**config.mk**
```make
export PLATFORM = sky130hd
export DESIGN_NAME = mem_subsystem_top
export DESIGN_NICKNAME = d
export VERILOG_FILES = /design/src/common/mem_stage_pkg.sv /design/src/dcache/dcache_direct.sv /design/src/memory/mem_access_fsm.sv /design/src/mem_subsystem_top.sv
export VERILOG_INCLUDE_DIRS = /design/src /design/src/common
export SDC_FILE = /design/constraint.sdc
export NUM_CORES = 1
export LEC_CHECK = 0
export ABC_AREA = 1
export BUFFER_PORTS_ARGS = -buffer_cell sky130_fd_sc_hd__buf_2
export CORE_UTILIZATION = 41
export CTS_BUF_LIST = sky130_fd_sc_hd__clkbuf_16
export DETAILED_ROUTE_END_ITERATION = 12
export GPL_TIMING_DRIVEN = 0
export SLEW_MARGIN = 20
export SYNTH_ARGS = -nofsm -noshare
export SYNTH_HDL_FRONTEND = slang
export SYNTH_SLANG_ARGS = --single-unit
```
**constraint.sdc**
```tcl
create_clock -name i_clock -period 6.49 [get_ports i_clock]
set_input_delay 0 -clock i_clock [delete_from_list [all_inputs] [get_ports i_clock]]
set_output_delay 0 -clock i_clock [all_outputs]
set_load 0.01 [all_outputs]
```
**src/common/mem_stage_macros.svh**
```systemverilog
// Memory stage width codes and cache sizing
`ifndef MEM_STAGE_MACROS_SVH
`define MEM_STAGE_MACROS_SVH

// Access width codes in mem_width
`define MEMW_1 2'd0
`define MEMW_2 2'd1
`define MEMW_4 2'd2

// Number of cache lines as a power of two
`define DCACHE_LINES 16

// Address bits 31:28 of the SDRAM region
`define CACHEABLE_NIBBLE 4'h2

`endif

```
**src/common/mem_stage_pkg.sv**
```systemverilog
// Memory stage shared types
`default_nettype none

package mem_stage_pkg;

	// Executed instruction handed over by the execute stage
	typedef struct packed {
		logic        strobe;
		logic        mem_read;
		logic        mem_write;
		logic        mem_flush;
		logic [1:0]  mem_width;
		logic        mem_signed;
		logic [31:0] mem_address;
		logic [31:0] rd;
		logic [4:0]  inst_rd;
		logic [4:0]  mem_inst_rd;
	} execute_data_t;

	// Result handed to write-back
	typedef struct packed {
		logic        strobe;
		logic [31:0] rd;
		logic [4:0]  inst_rd;
	} memory_data_t;

	// Memory stage to data cache
	typedef struct packed {
		logic        request;
		logic        rw;
		logic        flush;
		logic        cacheable;
		logic [31:0] address;
		logic [31:0] wdata;
	} dcache_req_t;

	// Data cache to external bus
	typedef struct packed {
		logic        request;
		logic        rw;
		logic [31:0] address;
		logic [31:0] wdata;
	} bus_req_t;

endpackage

`default_nettype wire

```
**src/dcache/dcache_direct.sv**
```systemverilog
// Direct-mapped write-through data cache
`default_nettype none
`timescale 1ns/1ns

`include "mem_stage_macros.svh"

module dcache_direct
	import mem_stage_pkg::*;
(
	input  wire              i_clock,
	input  wire              i_rst,

	input  wire dcache_req_t i_req,
	output logic             o_ready,
	output logic [31:0]      o_rdata,

	output bus_req_t         o_bus,
	input  wire              i_bus_ready,
	input  wire [31:0]       i_bus_rdata,

	output logic [31:0]      o_hit,
	output logic [31:0]      o_miss
);

	localparam int INDEX_W = $clog2(`DCACHE_LINES);
	localparam int TAG_W = 30 - INDEX_W;

	typedef enum logic [2:0] {
		ST_IDLE,
		ST_LOOKUP,
		ST_BUS,
		ST_FILL,
		ST_FLUSH
	} state_t;

	logic [TAG_W-1:0]         tag_mem [`DCACHE_LINES];
	logic [31:0]              data_mem [`DCACHE_LINES];
	logic [`DCACHE_LINES-1:0] valid;

	state_t              state;
	logic [INDEX_W-1:0]  index;
	logic [INDEX_W-1:0]  flush_index;
	logic [TAG_W-1:0]    tag;
	logic                hit;
	logic                hit_q;
	logic                bus_request;
	logic                bus_rw;
	logic [31:0]         bus_address;
	logic [31:0]         bus_wdata;

	// One word per line
	assign index = i_req.address[INDEX_W+1:2];
	assign tag = i_req.address[31:INDEX_W+2];
	assign hit = valid[index] && (tag_mem[index] == tag);

	always_comb begin
		o_bus.request = bus_request;
		o_bus.rw = bus_rw;
		o_bus.address = bus_address;
		o_bus.wdata = bus_wdata;
	end

	always_ff @(posedge i_clock) begin
		if (i_rst) begin
			state <= ST_IDLE;
			o_ready <= 1'b0;
			bus_request <= 1'b0;
			bus_rw <= 1'b0;
			valid <= '0;
			flush_index <= '0;
			o_hit <= 32'd0;
			o_miss <= 32'd0;
		end else begin
			o_ready <= 1'b0;
			case (state)
				ST_IDLE: begin
					// Request is still high while ready is out
					if (i_req.request && !o_ready) begin
						flush_index <= '0;
						state <= i_req.flush ? ST_FLUSH : ST_LOOKUP;
					end
				end
				ST_LOOKUP: begin
					if (i_req.cacheable && !i_req.rw && hit) begin
						o_hit <= o_hit + 32'd1;
						o_ready <= 1'b1;
						state <= ST_IDLE;
					end else begin
						if (i_req.cacheable && !i_req.rw) begin
							o_miss <= o_miss + 32'd1;
						end
						bus_request <= 1'b1;
						bus_rw <= i_req.rw;
						state <= ST_BUS;
					end
				end
				ST_BUS: begin
					if (i_bus_ready) begin
						bus_request <= 1'b0;
						bus_rw <= 1'b0;
						// Fill on a read miss or a write hit
						if (i_req.cacheable && (!i_req.rw || hit_q)) begin
							state <= ST_FILL;
						end else begin
							o_ready <= 1'b1;
							state <= ST_IDLE;
						end
					end
				end
				ST_FILL: begin
					valid[index] <= 1'b1;
					o_ready <= 1'b1;
					state <= ST_IDLE;
				end
				ST_FLUSH: begin
					valid[flush_index] <= 1'b0;
					flush_index <= flush_index + 1'b1;
					if (&flush_index) begin
						o_ready <= 1'b1;
						state <= ST_IDLE;
					end
				end
				default: begin
					state <= ST_IDLE;
				end
			endcase
		end
	end

	always_ff @(posedge i_clock) begin
		case (state)
			ST_LOOKUP: begin
				hit_q <= hit;
				o_rdata <= data_mem[index];
				bus_address <= i_req.address;
				bus_wdata <= i_req.wdata;
			end
			ST_BUS: begin
				if (i_bus_ready) begin
					o_rdata <= i_bus_rdata;
				end
			end
			ST_FILL: begin
				tag_mem[index] <= tag;
				data_mem[index] <= i_req.rw ? i_req.wdata : o_rdata;
			end
			default: begin
			end
		endcase
	end

endmodule

`default_nettype wire

```
**src/memory/mem_access_fsm.sv**
```systemverilog
// Data memory stage controller
`default_nettype none
`timescale 1ns/1ns

`include "mem_stage_macros.svh"

module mem_access_fsm
	import mem_stage_pkg::*;
(
	input  wire                i_clock,
	input  wire                i_rst,

	input  wire execute_data_t i_data,
	output logic               o_busy,
	output memory_data_t       o_data,

	output dcache_req_t        o_dc_req,
	input  wire                i_dc_ready,
	input  wire [31:0]         i_dc_rdata
);

	typedef enum logic [2:0] {
		ST_IDLE,
		ST_READ,
		ST_WRITE_WORD,
		ST_RMW_READ,
		ST_RMW_WRITE,
		ST_FLUSH
	} state_t;

	state_t      state;
	logic        last_strobe;
	logic        out_strobe;
	logic [31:0] out_rd;
	logic [4:0]  out_inst_rd;

	logic        req_q;
	logic        rw_q;
	logic        flush_q;
	logic [31:0] wdata_q;

	logic        new_item;
	logic        is_mem;
	logic [4:0]  lane_shift;
	logic [31:0] rdata_shifted;
	logic [31:0] load_data;
	logic [31:0] store_mask;
	logic [31:0] merged_word;

	logic        complete;
	logic [31:0] result_rd;
	logic [4:0]  result_inst_rd;

	assign new_item = (i_data.strobe != last_strobe);
	assign is_mem = i_data.mem_read | i_data.mem_write | i_data.mem_flush;
	assign o_busy = new_item && is_mem;

	// Byte lane offset in bits
	assign lane_shift = {i_data.mem_address[1:0], 3'b000};

	always_comb begin
		o_dc_req.request = req_q;
		o_dc_req.rw = rw_q;
		o_dc_req.flush = flush_q;
		o_dc_req.cacheable = (i_data.mem_address[31:28] == `CACHEABLE_NIBBLE);
		o_dc_req.address = {i_data.mem_address[31:2], 2'b00};
		o_dc_req.wdata = wdata_q;
	end

	always_comb begin
		o_data.strobe = out_strobe;
		o_data.rd = out_rd;
		o_data.inst_rd = out_inst_rd;
	end

	// Load lane select and extension
	assign rdata_shifted = i_dc_rdata >> lane_shift;

	always_comb begin
		case (i_data.mem_width)
			`MEMW_1: begin
				load_data = {{24{i_data.mem_signed & rdata_shifted[7]}}, rdata_shifted[7:0]};
			end
			`MEMW_2: begin
				load_data = {{16{i_data.mem_signed & rdata_shifted[15]}}, rdata_shifted[15:0]};
			end
			default: begin
				load_data = i_dc_rdata;
			end
		endcase
	end

	// Narrow store merged into the word just read
	assign store_mask = ((i_data.mem_width == `MEMW_1) ? 32'h0000_00ff : 32'h0000_ffff)
		<< lane_shift;
	assign merged_word = (i_dc_rdata & ~store_mask) | ((i_data.rd << lane_shift) & store_mask);

	always_comb begin
		complete = 1'b0;
		result_rd = i_data.rd;
		result_inst_rd = i_data.inst_rd;
		case (state)
			ST_IDLE: begin
				complete = new_item && !is_mem;
			end
			ST_READ: begin
				complete = i_dc_ready;
				result_rd = load_data;
				result_inst_rd = i_data.mem_inst_rd;
			end
			ST_WRITE_WORD, ST_FLUSH, ST_RMW_WRITE: begin
				complete = i_dc_ready;
			end
			default: begin
				complete = 1'b0;
			end
		endcase
	end

	always_ff @(posedge i_clock) begin
		if (i_rst) begin
			state <= ST_IDLE;
			last_strobe <= 1'b0;
			out_strobe <= 1'b0;
			req_q <= 1'b0;
			rw_q <= 1'b0;
			flush_q <= 1'b0;
		end else if (complete) begin
			out_strobe <= ~out_strobe;
			last_strobe <= i_data.strobe;
			req_q <= 1'b0;
			rw_q <= 1'b0;
			flush_q <= 1'b0;
			state <= ST_IDLE;
		end else begin
			case (state)
				ST_IDLE: begin
					// Only memory items get here
					if (new_item) begin
						req_q <= 1'b1;
						if (i_data.mem_read) begin
							state <= ST_READ;
						end else if (i_data.mem_write && i_data.mem_width == `MEMW_4) begin
							rw_q <= 1'b1;
							state <= ST_WRITE_WORD;
						end else if (i_data.mem_write) begin
							state <= ST_RMW_READ;
						end else begin
							flush_q <= 1'b1;
							state <= ST_FLUSH;
						end
					end
				end
				ST_RMW_READ: begin
					if (i_dc_ready) begin
						req_q <= 1'b0;
						state <= ST_RMW_WRITE;
					end
				end
				ST_RMW_WRITE: begin
					// Request stays low for one cycle between the two accesses
					if (!req_q) begin
						req_q <= 1'b1;
						rw_q <= 1'b1;
					end
				end
				default: begin
				end
			endcase
		end
	end

	always_ff @(posedge i_clock) begin
		if (state == ST_IDLE && new_item) begin
			wdata_q <= i_data.rd;
		end else if (state == ST_RMW_READ && i_dc_ready) begin
			wdata_q <= merged_word;
		end
		if (complete) begin
			out_rd <= result_rd;
			out_inst_rd <= result_inst_rd;
		end
	end

endmodule

`default_nettype wire

```
**src/mem_subsystem_top.sv**
```systemverilog
// Memory stage with data cache
`default_nettype none
`timescale 1ns/1ns

module mem_subsystem_top
	import mem_stage_pkg::*;
(
	input  wire                i_clock,
	input  wire                i_rst,

	input  wire execute_data_t i_data,
	output logic               o_busy,
	output memory_data_t       o_data,

	output bus_req_t           o_bus,
	input  wire                i_bus_ready,
	input  wire [31:0]         i_bus_rdata,

	output logic [31:0]        o_dcache_hit,
	output logic [31:0]        o_dcache_miss
);

	dcache_req_t dc_req;
	logic        dc_ready;
	logic [31:0] dc_rdata;

	mem_access_fsm u_mem_access_fsm (
		.i_clock    (i_clock),
		.i_rst      (i_rst),
		.i_data     (i_data),
		.o_busy     (o_busy),
		.o_data     (o_data),
		.o_dc_req   (dc_req),
		.i_dc_ready (dc_ready),
		.i_dc_rdata (dc_rdata)
	);

	dcache_direct u_dcache_direct (
		.i_clock     (i_clock),
		.i_rst       (i_rst),
		.i_req       (dc_req),
		.o_ready     (dc_ready),
		.o_rdata     (dc_rdata),
		.o_bus       (o_bus),
		.i_bus_ready (i_bus_ready),
		.i_bus_rdata (i_bus_rdata),
		.o_hit       (o_dcache_hit),
		.o_miss      (o_dcache_miss)
	);

endmodule

`default_nettype wire

```
-- Word-level counts from Yosys, hierarchy flattened
Memories as Yosys holds them, arrays and structs flattened.
Cells that the tools add are included.
- $add $sub $neg: 3
- multipliers: 0
- div/mod/pow operators: 0
- $lt $le $gt $ge: 4
- eq/ne operators: 23
- shift-type cells: 3
- multiplexer cells: 52
- bitwise logic cells: 16
- reduce and logical (&&, ||, !) cells: 39
- operators with widths (kind ; count):
    32-bit two-way mux ; 5
    32-bit one-hot mux with 2 select lines ; 2
    32-bit by 1-bit adder with 32-bit output, second input constant ; 2
    32-bit AND ; 2
    32-bit by 5-bit left shift with 32-bit output ; 2
    32-bit inverter ; 1
    32-bit OR ; 1
    16-bit one-hot mux with 2 select lines ; 1
    32-bit by 5-bit right shift with 16-bit output ; 1
    3-bit two-way mux ; 9
    26-bit == test ; 1
    1-bit two-way mux ; 18
    16-bit AND ; 1
    16-bit two-way mux ; 1
    16-bit inverter ; 1
    16-bit OR ; 1
    3-bit AND reduction ; 5
    3-bit by 2-bit == test with 1-bit output, second input constant ; 4
    1-bit logical AND ; 12
    3-bit one-hot mux with 4 select lines ; 1
    2-bit nonzero test ; 6
    4-bit by 5-bit less-than comparator with 1-bit output, second input constant ; 2
    2-bit by 1-bit != test with 1-bit output, second input constant ; 5
    5-bit AND reduction ; 2
    other kinds (31) ; 54
- register bits: 262
- latch bits: 0
- memory bits (writable): 928
- ROM bits: 0
- input port bits: 116
- output and inout port bits: 169
- word-level logic and storage cells: 163
- memories kept: 2
- memories (name ; words ; width ; rd ports ; clocked after memory_dff ; write ports ; line ; source):
    u_dcache_direct.data_mem ; 16 ; 32 ; 1 ; 0 ; 1 ; dcache_direct.sv:37 ; logic [31:0] data_mem [`DCACHE_LINES];
    u_dcache_direct.tag_mem ; 16 ; 26 ; 1 ; 0 ; 1 ; dcache_direct.sv:36 ; logic [TAG_W-1:0] tag_mem [`DCACHE_LINES];

-- Depth between registers and ports, before layout
Gate-level depths: netlist (run 1).
- depth after elaboration: 8
- gate-level depth with buffers: 24
- mapped depth without buffers: 21

-- Modules after synthesis
Synthesis (run 1) repeated with hierarchy kept, for this count alone.
- cells, all modules: 4618
- area total of the unflattened synthesis: 50537.2 sq um
- modules (own cells, without submodules) (module ; instances ; cells each ; area each (sq um) ; seq. area each (sq um)):
    dcache_direct ; 1 ; 3977 ; 45616.2 ; 32581.2
    mem_access_fsm ; 1 ; 641 ; 4921.0 ; 2232.1

-- Least setup slack after synthesis (run 1)
No wires, ideal clock.
- path type: input -> register
- from: input port i_data[44] (netlist name)
- to: memory u_dcache_direct.data_mem[10][0] (enable)
- library setup time: 0.545 ns
- arrival time: 5.287 ns
- data required time: 5.945 ns
- path slack: 0.658 ns
- cell stages on the path: 8
- buffers on the path: 5
- cell sequence: buf_6 nor2_1 buf_2 buf_2 clkbuf_1 clkbuf_1 inv_1 nor3_1
- RTL lines (item ; line ; source):
    start, declared ; mem_subsystem_top.sv:11 ; input wire execute_data_t i_data,
    end, declared ; dcache_direct.sv:37 ;
No word-level cell before the write port.

-- Worst setup path after layout (run 1)
- from: input port i_data[44] (netlist name)
- to: memory u_dcache_direct.tag_mem[1][14] (netlist name) (enable)
- RTL lines (item ; line):
    end, declared ; dcache_direct.sv:36
No word-level cell before the write port.

==> impl_metrics.json, run 1 <==
{
  "fin_crit_sh_pct": 67.9,
  "status": "finished clean",
  "synthTopCellsByArea": "edfxtp_1 66%, nand2_1 12%, dfxtp_1 3.9%, a22oi_1 3.9%, o21ai_0 2.1%",
  "rr_worst_depth": 10,
  "drc_errors": 0,
  "synth_top_area_cell": "edfxtp_1",
  "endpoint_kind": "flip-flop",
  "slew_violations": 0,
  "utilization_pct": 50.1,
  "setup_viol": 0,
  "synth.mux.area_fraction_pct": 0,
  "worst_r2r_startpoint": "u_dcache_direct.state[1]",
  "ys_seq_area_share_pct": 69.8,
  "switching_share_pct": 26.4,
  "syn_area_um2": 49800,
  "min_path_cells": 2,
  "synth_edf_count": 1092,
  "core-area_um2": 120000,
  "drtIter0Drc": 4280,
  "cp_max_fo": 10,
  "setup_tns_ns": 0,
  "cts_tree": "yes",
  "postSynthAreaPerCell_um2": 11.2,
  "vias": 37337,
  "cp_data_arrival_time_ns": 4.83,
  "crit_path_max_incr_delay_ns": 0.71,
  "die_h_um": 350,
  "cts_sinks": 1190,
  "routed-wl-met3_mm": 13.2,
  "hold_end": "u_dcache_direct.bus_address[4]",
  "io_buffers": 280,
  "fin_area_um2": 60200,
  "synth-compound-area-share_pct": 10.0,
  "fin_crit_ns": 4.41,
  "path_clk_slew_ns": 0.06,
  "highest_layer": "met4",
  "yosysMostFrequentCell": "nand2_1",
  "cts_root_buf": "clkbuf_16",
  "grt_antenna_before_repair": 1,
  "slowest_stage": "clkbuf_1",
  "synth_cell_types": 42,
  "path_buf_inv": 14,
  "ys_seq_elements": 1190,
  "synth_top_family_by_area": "simple AND/OR/NAND/NOR gates",
  "first_global_vias": 35683,
  "synth_common_cells": "1536 x nand2_1, 1092 x edfxtp_1, 256 x a22oi_1, 218 x inv_1, 214 x nor2_1",
  "irDropWorstVdd_v": 0.000219,
  "yosys.area_share.adder_pct": 0.151,
  "critPathTopFamily": "buffers and inverters",
  "worst_slew_pin_slew_ns": 1.25,
  "clk_latency_ns": 0.75,
  "num_io_pins": 285,
  "skew_ns": 0.0576,
  "first_pass_iters": 5,
  "wl_mm": 160,
  "seqPwrFrac_pct": 49.5,
  "initial_core_util_pct": 41.4,
  "placedInstanceArea_um2": 54800,
  "synthCells": 4433,
  "cts-buffers-inserted": 120,
  "synth-warning-count": 0,
  "drtAntennaViolNets": 0,
  "required_ns": 6.91,
  "worstHoldStart": "i_data[46]",
  "p_leak_nw": 22.5,
  "cap_violations": 0,
  "cts_buffer_depth": 3,
  "fin_nets": 5260,
  "slew_headroom_pct": 17.0,
  "fmax_mhz": 227,
  "die_x_um": 350,
  "start_kind": "input pin",
  "hold_slack_ns": 0.101,
  "synth_xor_area_share_pct": 0.722,
  "p_per_area_nw_per_um2": 310,
  "final.fill_count": 10656,
  "rows": 127,
  "detailroute.wirelength.met2_mm": 75.4,
  "synth_top_area_share_pct": 65.9,
  "grt_pass1_wl_mm": 233,
  "area.growth.synth_to_final_pct": 20.9,
  "m1WireLength_mm": 67.1,
  "synthFlopType": "edfxtp_1",
  "p_sw_mw": 4.92,
  "rsz0062_at_grt": "false",
  "finalHoldViolCount": 0,
  "fin_total_pwr_mw": 18.6,
  "place_congestion": 0.966,
  "p_int_mw": 13.7,
  "avgRoutedWirePerCell_um": 23.3,
  "grt_use_total_pct": 25.7,
  "post_cts_buffers": 0,
  "r2r-end": "u_dcache_direct.tag_mem[1][14]",
  "hpwl_mm": 114,
  "crit_chain": "dlygate4sd3_1 > buf_2 > buf_6 > inv_2 > buf_6 > buf_6 > nor2_4 > clkbuf_1 > clkbuf_1 > inv_1 > nor3_2 > buf_6 > buf_6 > buf_4 > buf_6 > buf_4",
  "rrSetupSlack_ns": 3.09,
  "drive_gt1_share_pct": 14.2,
  "cp_common_cell": "buf_6",
  "grt_max_degree": 39,
  "vias_per_cell": 5.45,
  "grt-ovfl-total": 0,
  "crit_type": "in2reg",
  "p_clk_share_pct": 38.2,
  "yosys.area_share.simple_pct": 15.4,
  "power_frac_comb_pct": 12.3,
  "die-area_um2": 123000,
  "hold_path_class": "in2reg",
  "h-tree-depth": 3,
  "synthArstFlopShare_pct": 0,
  "startpoint": "i_data[44]"
}
==> power by group through the flow <==
stage               registers, mW  logic, mW  clock network [mW]
floorplan                    9.37       1.06                   0
global placement             9.43       2.02                   0
detailed placement           9.38       2.18                   0
CTS                          9.22       2.28                7.19
global route                 9.24       2.49                7.48
finish                       9.22       2.30                7.12
==> state kept, by name, summed over array words and instances, names as in the netlist <==
name	flops
u_dcache_direct.data_mem	512
u_dcache_direct.tag_mem	416
u_dcache_direct.bus_wdata	32
u_dcache_direct.o_hit	32
u_dcache_direct.o_miss	32
u_dcache_direct.o_rdata	32
u_mem_access_fsm.out_rd	32
u_mem_access_fsm.wdata_q	32
u_dcache_direct.bus_address	30
u_dcache_direct.valid	16
u_mem_access_fsm.out_inst_rd	5
u_dcache_direct.flush_index	4
u_dcache_direct.state	3
u_mem_access_fsm.state	3
u_dcache_direct.bus_request	1
u_dcache_direct.bus_rw	1
u_dcache_direct.hit_q	1
u_dcache_direct.o_ready	1
u_mem_access_fsm.flush_q	1
u_mem_access_fsm.last_strobe	1
u_mem_access_fsm.out_strobe	1
u_mem_access_fsm.req_q	1
u_mem_access_fsm.rw_q	1
==> per-layer routing <==
layer / vias to the layer above / GRT usage [%]
met5: - / 0
met4: 0 / 7.68
met3: 264 / 3.97
met2: 1752 / 41.9
met1: 18272 / 35.4
li1: 17049 / -
==> cell families after synthesis <==
logic type / Yosys count
buffers and inverters: 452
other: 1
AND/OR/NAND/NOR: 1940
XOR/XNOR: 41
adder cells (fa/ha/maj): 6
AO/OA/AOI/OAI: 803
flip-flops: 1190
==> placed cells by master (no fill, tap or decap), types with 4 or more instances in the layout <==
cell type and count:
nand4_1 36, clkinvlp_4 4, buf_2 326, dlygate4sd3_1 128, nor2_1 214, clkbuf_16 120, o21bai_1 9, o311ai_0 6
o21ai_0 178, a211oi_1 26, o21ai_2 5, nand3_1 54, dfxtp_1 98, o2111ai_1 8, bufinv_16 17, clkbuf_1 133
inv_1 243, edfxtp_1 1092, a32oi_1 7, buf_6 54, clkinv_2 20, clkinv_16 4, clkinv_1 33, inv_2 4
buf_1 13, nand2_1 1535, buf_4 148, nor4_1 32, a31oi_1 18, xor2_1 30, a22oi_1 256, o211ai_1 40
a21oi_1 202, o21ai_1 39, ha_1 6, nor3_1 40, xnor2_1 11, nor3_2 17
==> timing repair <==
item                      CTS  global route
hold buffers              128             0
resized for setup           0             0
hold endpoints to repair  616             0
==> cell type report <==
| type | instances | area [um2] | share of cell area, % |
|---|---|---|---|
| diodes | 1 | 2.50 | 0.00416 |
| multi-input cells | 2792 | 13200 | 21.9 |
| repair buffers | 582 | 4200 | 6.97 |
| flip-flops and latches | 1190 | 34800 | 57.7 |
| well taps | 1612 | 2020 | 3.35 |
| plain buffers | 225 | 1090 | 1.82 |
| inverters | 227 | 852 | 1.42 |
| clock inverters | 107 | 1060 | 1.77 |
| clock buffers | 120 | 3000 | 4.99 |
==> how the worst max path moves through the flow <==
stage	endpoint	slack [ns]	depth (start not counted)
2_1_floorplan	u_dcache_direct.data_mem[10][0]	0.66	8
3_3_place_gp	u_dcache_direct.tag_mem[4][13]	-6.13	9
3_5_place_dp	u_dcache_direct.tag_mem[1][11]	2.04	15
4_1_cts	u_dcache_direct.tag_mem[1][13]	2.23	16
5_1_grt	u_dcache_direct.tag_mem[1][13]	2.02	16
6_report	u_dcache_direct.tag_mem[1][14]	2.08	16
==> through the flow <==
step / setup WS [ns] / instances
after CTS: 2.23 / 6855
after detailed placement: 2.04 / 6500
after global routing: 2.02 / 6855
final: 2.08 / 6856
after floorplan: 0.658 / 4434
after global placement: -6.13 / 6326
(Power assumes the default switching activity.)
==> inputs of run 2 (changes only) <==
==> constraint.sdc (replaced) <==
create_clock -name i_clock -period 3.7 [get_ports i_clock]
set_input_delay 0 -clock i_clock [delete_from_list [all_inputs] [get_ports i_clock]]
set_output_delay 0 -clock i_clock [all_outputs]
set_load 0.01 [all_outputs]
==> impl_metrics.json, run 2 (same netlist as run 1, synthesis figures left out) <==
{
  "first_pass_iters": 6,
  "m1WireLength_mm": 66.7,
  "vias_per_cell": 5.48,
  "detailroute.wirelength.met2_mm": 74.6,
  "routed-wl-met3_mm": 13.7,
  "h-tree-depth": 4,
  "status": "finished clean",
  "r2r-end": "u_dcache_direct.tag_mem[1][17]",
  "grt_use_total_pct": 25.9,
  "final.fill_count": 10558,
  "drive_gt1_share_pct": 13.7,
  "cts_sinks": 1190,
  "highest_layer": "met4",
  "crit_type": "in2reg",
  "fin_crit_ns": 3.62,
  "die_x_um": 350,
  "drtAntennaViolNets": 0,
  "largest_reg_flops": 512,
  "worst_slew_pin_slew_ns": 1.02,
  "skew_ns": 0.0322,
  "rrSetupSlack_ns": 0.42,
  "p_leak_nw": 22.7,
  "avgRoutedWirePerCell_um": 23.5,
  "pre_cts_ws_ns": -0.750,
  "finalNonFillerCells": 6817,
  "reg_top3": "u_dcache_direct.data_mem x512, u_dcache_direct.tag_mem x416",
  "grt_max_degree": 33,
  "utilization_pct": 50.6,
  "grt_antenna_before_repair": 2,
  "path_clk_slew_ns": 0.06,
  "die_h_um": 350,
  "final_common_cell": "nand2_1",
  "required_ns": 4.13,
  "wl_mm": 160,
  "worstHoldStart": "i_data[45]",
  "first_global_vias": 36074,
  "core-area_um2": 120000,
  "start_kind": "input pin",
  "grt-ovfl-total": 0,
  "timing.final.ws_setup_ns": 0.0792,
  "place_inst": 6456,
  "layout_common_cells": "1535 x nand2_1, 1092 x edfxtp_1, 327 x buf_2",
  "seqCellArea_um2": 34800,
  "fmax_mhz": 276,
  "cts_buffer_depth": 3,
  "cp_max_fo": 11,
  "hpwl_mm": 112,
  "irDropWorstVdd_v": 0.000478,
  "setup_viol": 0,
  "slew_headroom_pct": 31.9,
  "cts_tree": "yes",
  "endpoint_kind": "flip-flop",
  "cts_root_buf": "clkbuf_16",
  "drtIter0Drc": 4480,
  "startpoint": "i_data[47]",
  "initial_core_util_pct": 41.4,
  "p_per_area_nw_per_um2": 544,
  "fin_crit_sh_pct": 97.9,
  "clk_latency_ns": 0.75,
  "rr_worst_depth": 8,
  "cts-buffers-inserted": 131,
  "rows": 127,
  "multi_input_area_um2": 13300,
  "die-area_um2": 123000,
  "vias": 37338,
  "area.growth.synth_to_final_pct": 22.1,
  "fin_nets": 5233,
  "finalHoldViolCount": 0,
  "grt_pass1_wl_mm": 234,
  "cap_violations": 0,
  "rsz0062_at_grt": "false",
  "drc_errors": 0,
  "hold_path_class": "in2reg",
  "endpoint": "u_dcache_direct.tag_mem[1][17]",
  "io_buffers": 280,
  "cp_data_arrival_time_ns": 4.05,
  "slew_violations": 0,
  "place_congestion": 0.967,
  "worst_r2r_startpoint": "u_dcache_direct.state[1]",
  "largest_register": "u_dcache_direct.data_mem",
  "num_io_pins": 285
}
run 2: changes by cell type in the layout (fill, tap and decap cells not counted), sizes merged:
cell,before,now
bufinv,17,13
clkbuf,254,270
inv,250,260
clkinv,62,37
dlygate4sd3,128,130
buf,545,504
clkinvlp,5,7
dlymetal6s4s,0,1
run 2: critical path: stages:
cell      delay [ns]
buf_2           0.15
nor2_1          0.53
clkbuf_1        0.61
clkinv_1        0.76
clkbuf_1        0.60
nor3_4          0.74
buf_8           0.25
buf_8           0.18
buf_8           0.19
run 2: metrics by stage:
| stage | area (um2) | setup TNS (ns) | hold WS, ns | total power, mW |
|---|---|---|---|---|
| 2_1_floorplan | 49900 | -277.66 | 0.0989 | 18.3 |
| 3_3_place_gp | 53300 | -3659.65 | 0.214 | 20.1 |
| 3_5_place_dp | 55200 | -173.44 | 0.213 | 20.3 |
| 4_1_cts | 60700 | 0 | 0.0279 | 33.1 |
| 5_1_grt | 60800 | 0 | 0.0473 | 34.1 |
| 6_report | 60800 | 0 | 0.0338 | 33.1 |
run 2: how the worst min path moves through the flow:
stage | cells after the start | slack [ns] | endpoint
floorplan | 0 | 0.1 | u_dcache_direct.bus_address[10]
global placement | 1 | 0.21 | u_dcache_direct.bus_address[2]
detailed placement | 1 | 0.21 | u_dcache_direct.bus_address[2]
CTS | 4 | 0.03 | u_dcache_direct.data_mem[15][23]
global route | 2 | 0.05 | u_dcache_direct.bus_address[3]
finish | 2 | 0.03 | u_dcache_direct.bus_address[3]
run 2: what timing repair did:
item | in CTS | in global routing
endpoints found under the hold margin | 610 | 0
setup endpoints to repair | 9 | 47
resized for setup | 0 | 4
pin swaps | 1 | 1
hold buffers | 131 | 0
setup buffers | 1 | 2
run 2: where the power goes:
part / internal [mW] / switching [mW] / leakage, nW
clock network: 7.53 / 5.29 / 2.14
registers: 15.9 / 0.322 / 10.6
logic: 1.13 / 2.94 / 9.91
run 2: per-layer routing:
| layer | vias up | global-route usage, % |
|---|---|---|
| li1 | 16959 | - |
| met1 | 18323 | 35.6 |
| met2 | 1773 | 41.1 |
| met3 | 283 | 4.78 |
| met4 | 0 | 8.66 |
| met5 | - | 0 |
run 2: area by class of cell:
type,count,area share [%]
antenna,1,0.00412
sequential,1190,57.2
tap,1612,3.32
inverter,227,1.40
clock inverter,90,1.25
buffer,225,1.81
timing repair buffer,544,7.53
multi-input combinational,2792,21.9
clock buffer,136,5.60
